`config.mk`:
```
export PLATFORM = sky130hd
export DESIGN_NAME = cache_control_flat
export DESIGN_NICKNAME = d
export VERILOG_FILES = /design/src/source/cache_ctrl_if.sv /design/src/source/cache_control.sv /design/src/flat_wrapper.sv
export SDC_FILE = /design/constraint.sdc
export NUM_CORES = 1
export LEC_CHECK = 0
export ABC_AREA = 1
export BUFFER_PORTS_ARGS = -buffer_cell sky130_fd_sc_hd__buf_4
export CELL_PAD_IN_SITES_DETAIL_PLACEMENT = 0
export CELL_PAD_IN_SITES_GLOBAL_PLACEMENT = 2
export CORE_UTILIZATION = 13
export DETAILED_ROUTE_END_ITERATION = 10
export GPL_ROUTABILITY_DRIVEN = 0
export HOLD_SLACK_MARGIN = 0.1
export PLACE_DENSITY = 0.67
export RECOVER_POWER = 25
export SYNTH_ARGS = -nofsm -noshare
export SYNTH_HDL_FRONTEND = slang
export SYNTH_SLANG_ARGS = --single-unit
```
`constraint.sdc`:
```
create_clock -name clk -period 0.95 [get_ports clk]
set_input_delay 0.1425 -clock clk [delete_from_list [all_inputs] [get_ports clk]]
set_output_delay 0.1425 -clock clk [all_outputs]
set_load 0.05 [all_outputs]
```
`src/source/cache_ctrl_if.sv`:
```
// Control strobes and status flags between cache controller and datapath.
`timescale 1ns/10ps

interface cache_ctrl_if;

    logic read_en;      // Load array output registers.
    logic load_tag;
    logic set_valid;
    logic set_dirty;
    logic clear_dirty;
    logic load_data;
    logic set_lru;
    logic fill_sel;     // Memory data into the line.

    // Status from the tag compare.
    logic hit;
    logic hit_way;
    logic victim_way;
    logic victim_dirty;

    modport control
    (
        output read_en, load_tag, set_valid, set_dirty, clear_dirty,
        output load_data, set_lru, fill_sel,
        input  hit, hit_way, victim_way, victim_dirty
    );

    modport datapath
    (
        input  read_en, load_tag, set_valid, set_dirty, clear_dirty,
        input  load_data, set_lru, fill_sel,
        output hit, hit_way, victim_way, victim_dirty
    );

endinterface : cache_ctrl_if

```
`src/source/cache_control.sv`:
```
// Cache controller FSM for tag check, write-back, fill and processor response.
`timescale 1ns/10ps

module cache_control
(
    input  logic          clk,
    input  logic          rst_n,
    cache_ctrl_if.control ctrl,
    input  logic          mem_read,
    input  logic          mem_write,
    input  logic          pmem_resp,
    output logic          mem_resp,
    output logic          pmem_read,
    output logic          pmem_write
);

    typedef enum logic [2:0]
    {
        idle,
        tag_check,
        write_back,
        fill,
        reread
    } state_t;

    state_t state;
    state_t next_state;

    always_ff @(posedge clk)
    begin
        if (!rst_n)
            state <= idle;
        else
            state <= next_state;
    end

    always_comb
    begin
        next_state       = state;
        ctrl.read_en     = 1'b0;
        ctrl.load_tag    = 1'b0;
        ctrl.set_valid   = 1'b0;
        ctrl.set_dirty   = 1'b0;
        ctrl.clear_dirty = 1'b0;
        ctrl.load_data   = 1'b0;
        ctrl.set_lru     = 1'b0;
        ctrl.fill_sel    = 1'b0;
        mem_resp         = 1'b0;
        pmem_read        = 1'b0;
        pmem_write       = 1'b0;

        unique case (state)
            idle:
            begin
                if (mem_read || mem_write)
                begin
                    ctrl.read_en = 1'b1;
                    next_state   = tag_check;
                end
            end

            tag_check:
            begin
                if (ctrl.hit)
                begin
                    mem_resp     = 1'b1;
                    ctrl.set_lru = 1'b1;
                    if (mem_write)
                    begin
                        ctrl.load_data = 1'b1;   // Merge enabled bytes.
                        ctrl.set_dirty = 1'b1;
                    end
                    next_state = idle;
                end
                else if (ctrl.victim_dirty)
                    next_state = write_back;
                else
                    next_state = fill;
            end

            write_back:
            begin
                pmem_write = 1'b1;
                if (pmem_resp)
                    next_state = fill;
            end

            fill:
            begin
                pmem_read = 1'b1;
                if (pmem_resp)
                begin
                    ctrl.load_data   = 1'b1;
                    ctrl.fill_sel    = 1'b1;
                    ctrl.load_tag    = 1'b1;
                    ctrl.set_valid   = 1'b1;
                    ctrl.clear_dirty = 1'b1;
                    next_state       = reread;
                end
            end

            // Refresh array outputs with the new line.
            reread:
            begin
                ctrl.read_en = 1'b1;
                next_state   = tag_check;
            end

            default:
                next_state = idle;
        endcase
    end

endmodule : cache_control

```
`src/flat_wrapper.sv`:
```
// flat-port wrapper written by rule: the top's interface ports become plain ports
module cache_control_flat 
  (clk, rst_n, mem_read, mem_write, pmem_resp, mem_resp, pmem_read, pmem_write, ctrl_read_en, ctrl_load_tag, ctrl_set_valid, ctrl_set_dirty, ctrl_clear_dirty, ctrl_load_data, ctrl_set_lru, ctrl_fill_sel, ctrl_hit, ctrl_hit_way, ctrl_victim_way, ctrl_victim_dirty);
  cache_ctrl_if ctrl_i ();
  input  logic clk;
  input  logic rst_n;
  input  logic mem_read;
  input  logic mem_write;
  input  logic pmem_resp;
  output logic mem_resp;
  output logic pmem_read;
  output logic pmem_write;
  output wire logic [$bits(ctrl_i.read_en)-1:0] ctrl_read_en;
  output wire logic [$bits(ctrl_i.load_tag)-1:0] ctrl_load_tag;
  output wire logic [$bits(ctrl_i.set_valid)-1:0] ctrl_set_valid;
  output wire logic [$bits(ctrl_i.set_dirty)-1:0] ctrl_set_dirty;
  output wire logic [$bits(ctrl_i.clear_dirty)-1:0] ctrl_clear_dirty;
  output wire logic [$bits(ctrl_i.load_data)-1:0] ctrl_load_data;
  output wire logic [$bits(ctrl_i.set_lru)-1:0] ctrl_set_lru;
  output wire logic [$bits(ctrl_i.fill_sel)-1:0] ctrl_fill_sel;
  input wire logic [$bits(ctrl_i.hit)-1:0] ctrl_hit;
  input wire logic [$bits(ctrl_i.hit_way)-1:0] ctrl_hit_way;
  input wire logic [$bits(ctrl_i.victim_way)-1:0] ctrl_victim_way;
  input wire logic [$bits(ctrl_i.victim_dirty)-1:0] ctrl_victim_dirty;
  assign ctrl_read_en = ctrl_i.read_en;
  assign ctrl_load_tag = ctrl_i.load_tag;
  assign ctrl_set_valid = ctrl_i.set_valid;
  assign ctrl_set_dirty = ctrl_i.set_dirty;
  assign ctrl_clear_dirty = ctrl_i.clear_dirty;
  assign ctrl_load_data = ctrl_i.load_data;
  assign ctrl_set_lru = ctrl_i.set_lru;
  assign ctrl_fill_sel = ctrl_i.fill_sel;
  assign ctrl_i.hit = ctrl_hit;
  assign ctrl_i.hit_way = ctrl_hit_way;
  assign ctrl_i.victim_way = ctrl_victim_way;
  assign ctrl_i.victim_dirty = ctrl_victim_dirty;
  cache_control u_core (.clk(clk), .rst_n(rst_n), .ctrl(ctrl_i), .mem_read(mem_read), .mem_write(mem_write), .pmem_resp(pmem_resp), .mem_resp(mem_resp), .pmem_read(pmem_read), .pmem_write(pmem_write));
endmodule
```
# Yosys cells after proc, flatten, opt, wreduce, memory -nomap -nowiden

Cells that the tools add are included.

Register bits: 3
Bits of input ports: 9
Output and inout port bits: 11

Equality and inequality tests: 7
Mux-type cells: 18
Reductions and logical operators: 3

Operators with widths:

| operator                                                         | count |
|---|---|
| 3-bit case mux with 5 select lines                               | 1 |
| 3-bit 2-to-1 mux                                                 | 4 |
| 1-bit 2-to-1 mux                                                 | 11 |
| 3-bit by 2-bit == test with 1-bit output (second input constant) | 2 |
| 2-bit != test (second input constant)                            | 2 |
| 1-bit case mux with 2 select lines                               | 2 |
| 3-bit by 1-bit == test with 1-bit output (second input constant) | 1 |
| 3-bit == test (second input constant)                            | 1 |
| 3-bit logical NOT                                                | 1 |
| 3-bit AND reduction                                              | 1 |
| 2-bit by 1-bit != test with 1-bit output (second input constant) | 1 |
| 1-bit logical OR                                                 | 1 |

# Longest topological paths before layout

Word-level depth: 3
Mapped depth: 6

# Worst setup path before layout

OpenSTA, ideal clock, no wires.

Path type: reg-to-output
Start: register u_core.state[1]
End: output port ctrl_fill_sel
Arrival: 1,936 ps
Required time: 808 ps
Path slack: -1,128 ps
Stages on the path, launching flop included: 6
Buffers on the path: 1
Path through: dfxtp_1 inv_1 nor3_2 nand2_2 inv_1 buf_4

Word-level cells in the longest chain between the ends: 2

RTL lines:

| item                                     | RTL line            | source |
|---|---|---|
| start, declared                          | cache_control.sv:26 | `state_t state;` |
| start signal, assigned                   | cache_control.sv:32 | `state <= idle;` |
| start signal, assigned                   | cache_control.sv:34 | `state <= next_state;` |
| 3-bit by 2-bit == test with 1-bit output | -                   |  |
| 1-bit 2-to-1 mux                         | -                   |  |
| end, declared                            | flat_wrapper.sv:20  | `output wire logic [$bits(ctrl_i.fill_sel)-1:0] ctrl_fill_sel;` |

No other way between the ends.

# Worst setup path in the final report

Start: register u_core.state[1]
End: output port ctrl_set_valid

Word-level cells in the longest chain between the ends: 2

RTL lines:

| item                                     | RTL line            | source |
|---|---|---|
| 3-bit by 2-bit == test with 1-bit output | cache_control.sv:52 | `unique case (state)` |
| 1-bit 2-to-1 mux                         | cache_control.sv:52 |  |
| end, declared                            | flat_wrapper.sv:15  | `output wire logic [$bits(ctrl_i.set_valid)-1:0] ctrl_set_valid;` |

No other way between the ends.

==> results.md <==
* Status: complete, but fails checks
* Failing checks: setup timing
* FF+latch count, synth at 3
* Largest net degree at the start of global routing at 5
* Net Switching at between 0.0006 and 0.0007 W
* Vias per cell at 3.521
* Die area at 0.002064 mm²
* Ant diodes at 0
* Post-synthesis compound-gate area fraction at 6.122%
* MaxCap Viol Count at 0
* Unrepaired setup endpoints after global routing: true
* CP arrival at 1.25 ns
* Worst clock skew at 0.0005556 ns
* Max frequency at 718.3 MHz
* Async SR Flop Fraction at 0%
* Int Power at 0.0007159 W
* Sw Ratio at 46.99%
* Syn_area_per_cell at approximately 5.8 µm²
* Top-count cell post-synth: nor2_1
* Rows at 15
* Final Hold Vio Count at 0
* CP max FO at 4
* Post-synth EDFFs at 0
* Clock power frac at between 10% and 20%
* Htree depth at 1
* Minimum clock period at 1.392 ns
* Comb pwr share at 69.5%
* Starting density of the core at 14.05%
* Chip width at 45.43 µm
* Layout cell share with drive strength beyond 1 at 76.06%
* Number of global-route vias before repair at 308
* Post-synthesis mux area share at 0%
* Die height at 45.43 µm
* Post-synthesis xor/xnor area fraction at 0%
* Critical path class: flip-flop to primary output
* # hold bufs at CTS at 0
* Dpl hpwl at 554.3 µm
* Seq pwr share at 13.8%
* Mapped Nets at 51
* Final setup margin at -0.4421 ns
* Crit start category: flip-flop
* Routed Antenna Nets at 0
* Synth area leader: dfxtp_1
* Largest family of logic cells by synthesized area: simple AND/OR/NAND/NOR gates
* Final max-slew violation count at 0
* Max VDD drop at 0.8202 mV
* Seq/Total Area, Yosys at roughly 24%
* Clock transition at the registers of the reported paths at 0.04 ns
* PD cells at 2092 mW/mm²
* Req. time, crit path at 0.81 ns
* CTS root buffer: clkbuf_4
* Adder-cell share of the synthesized area at 0%
* Antenna violations before repair at 0
* Global-route wire length before repair at 1.207 mm
* # nets final at 81
* Area Growth Syn to Fin at 163.3%
* Routed length per instance at 8.427 µm
* Gr usage total at 8.299%
* First-pass iteration count of the detailed router at 3
* Max reg flops at 3
* CTS tree: yes
* Tot Pwr at roughly 0.0014 W
* Ys flop type: dfxtp_1
* Port Buffers at 17
* Setup-failing EPs final at 14
* Synth top area share at 24.49%
* DRC Markers at 0
* Gr ovfl total at 0
* Hold slack final at 0.1540 ns
* Clock sinks at 3
* Final period util at 146.5%
* Top reg by flops: u_core.state
* Drt initial violations at 2
* Synthesized area at 245.2 µm²
* Regs by FF count: u_core.state: 3 flops
* Area contributors post-synth: dfxtp_1 (24%), nor2_1 (15%), buf_4 (12%)
* Slew at the pin closest to its max-slew limit at roughly 0.3 ns
* IO Count at 20
* Hold/Removal Path Class: primary input to flip-flop
* Mapped Cells at 42
* Post-Synth Simple-Gate Area at approximately 45%
* Post-synth cell types at 13
* Most frequent cells after synthesis: nor2_1 (10), inv_1 (8), nand2_1 (6)
* Core area at about 0.0017 mm²
* Leak pwr at 0.2872 nW
* Worst skew pair latency at 0.23 ns
* Syn. warnings at 0
* Max Root-Sink Buffers at 2
* Via count at 338
* Endpoint class of the critical path: primary output
* Final WL at 809 µm
* Headroom to the max-slew limit at between 80% and 90%
* Total CTS buffers at 3
[logic make-up (layout without fill, tap and decap cells)]
logic type             after synthesis  after routing
buffers and inverters               12             41
AO/OA/AOI/OAI                        3              3
flip-flops                           3              3
AND/OR/NAND/NOR                     24             24
[placed cells by master (no fill, tap or decap), drive strengths merged]
cell type	instances
a21oi	1
buf	29
clkbuf	4
clkinvlp	2
dfxtp	3
inv	6
nand2	7
nand3	4
nand3b	1
nor2	11
nor3	1
o21ai	2
[stage by stage]
stage / cell area [µm²] / cells / setup slack [ns] / TNS [ns] / utilization (%)
2_1_floorplan: 317.8 / 42 / -0.7220 / -4.240 / -
3_3_place_gp: 473.0 / 87 / -0.2030 / -2.212 / 27.10
3_5_place_dp: 473.0 / 87 / -0.2222 / -2.132 / 27.10
4_1_cts: 609.3 / 96 / -0.4256 / -4.424 / 34.91
5_1_grt: 645.6 / 96 / -0.5034 / -5.264 / 36.99
6_report: 645.6 / 96 / -0.4421 / -4.400 / 36.99
[power groups by stage]
stage,sequential [W],combinational [W],clock (W)
floorplan,0.000182,0.000516,0
global placement,0.000186,0.000693,0
detailed placement,0.000185,0.000686,0
CTS,0.000179,0.000857,0.000238
global route,0.000188,0.000991,0.000259
finish,0.000186,0.000938,0.000227
[repair_timing]
action,in CTS,in global routing
resized for setup,20,12
hold endpoints to repair,0,0
pin swaps,3,4
buffers inserted,5,1
setup endpoints to repair,14,14
[worst max-delay path: stages (launching register included)]
cell,delay [ns]
dfxtp_4,0.36
inv_2,0.05
nor3_4,0.18
nand2_2,0.12
clkinvlp_4,0.15
buf_8,0.16
[per-layer routing]
metal | share of wire [%] | track usage [%]
met5 | 0 | 0
met4 | 0 | 5.455
met3 | 7.7 | 2.778
met2 | 50 | 12.86
met1 | 43 | 9.639
[path summary, 6_finish.rpt]
check / cells after the start / slack [ns] / end / from
max: 5 / -0.44 / ctrl_set_valid / u_core.state[1]
min: 3 / 0.15 / u_core.state[0] / rst_n
max reg2reg: 6 / -0.13 / u_core.state[2] / u_core.state[1]
min reg2reg: 4 / 0.69 / u_core.state[1] / u_core.state[1]
[final cells by class]
cell class	instances	area [µm²]
fillers	184	1100
repair buffers	29	285.3
multi-input cells	27	198.9
flip-flops and latches	3	66.31
inverters	8	37.54
well taps	25	31.28
clock buffers	4	26.28
(Power assumes the default switching activity.)
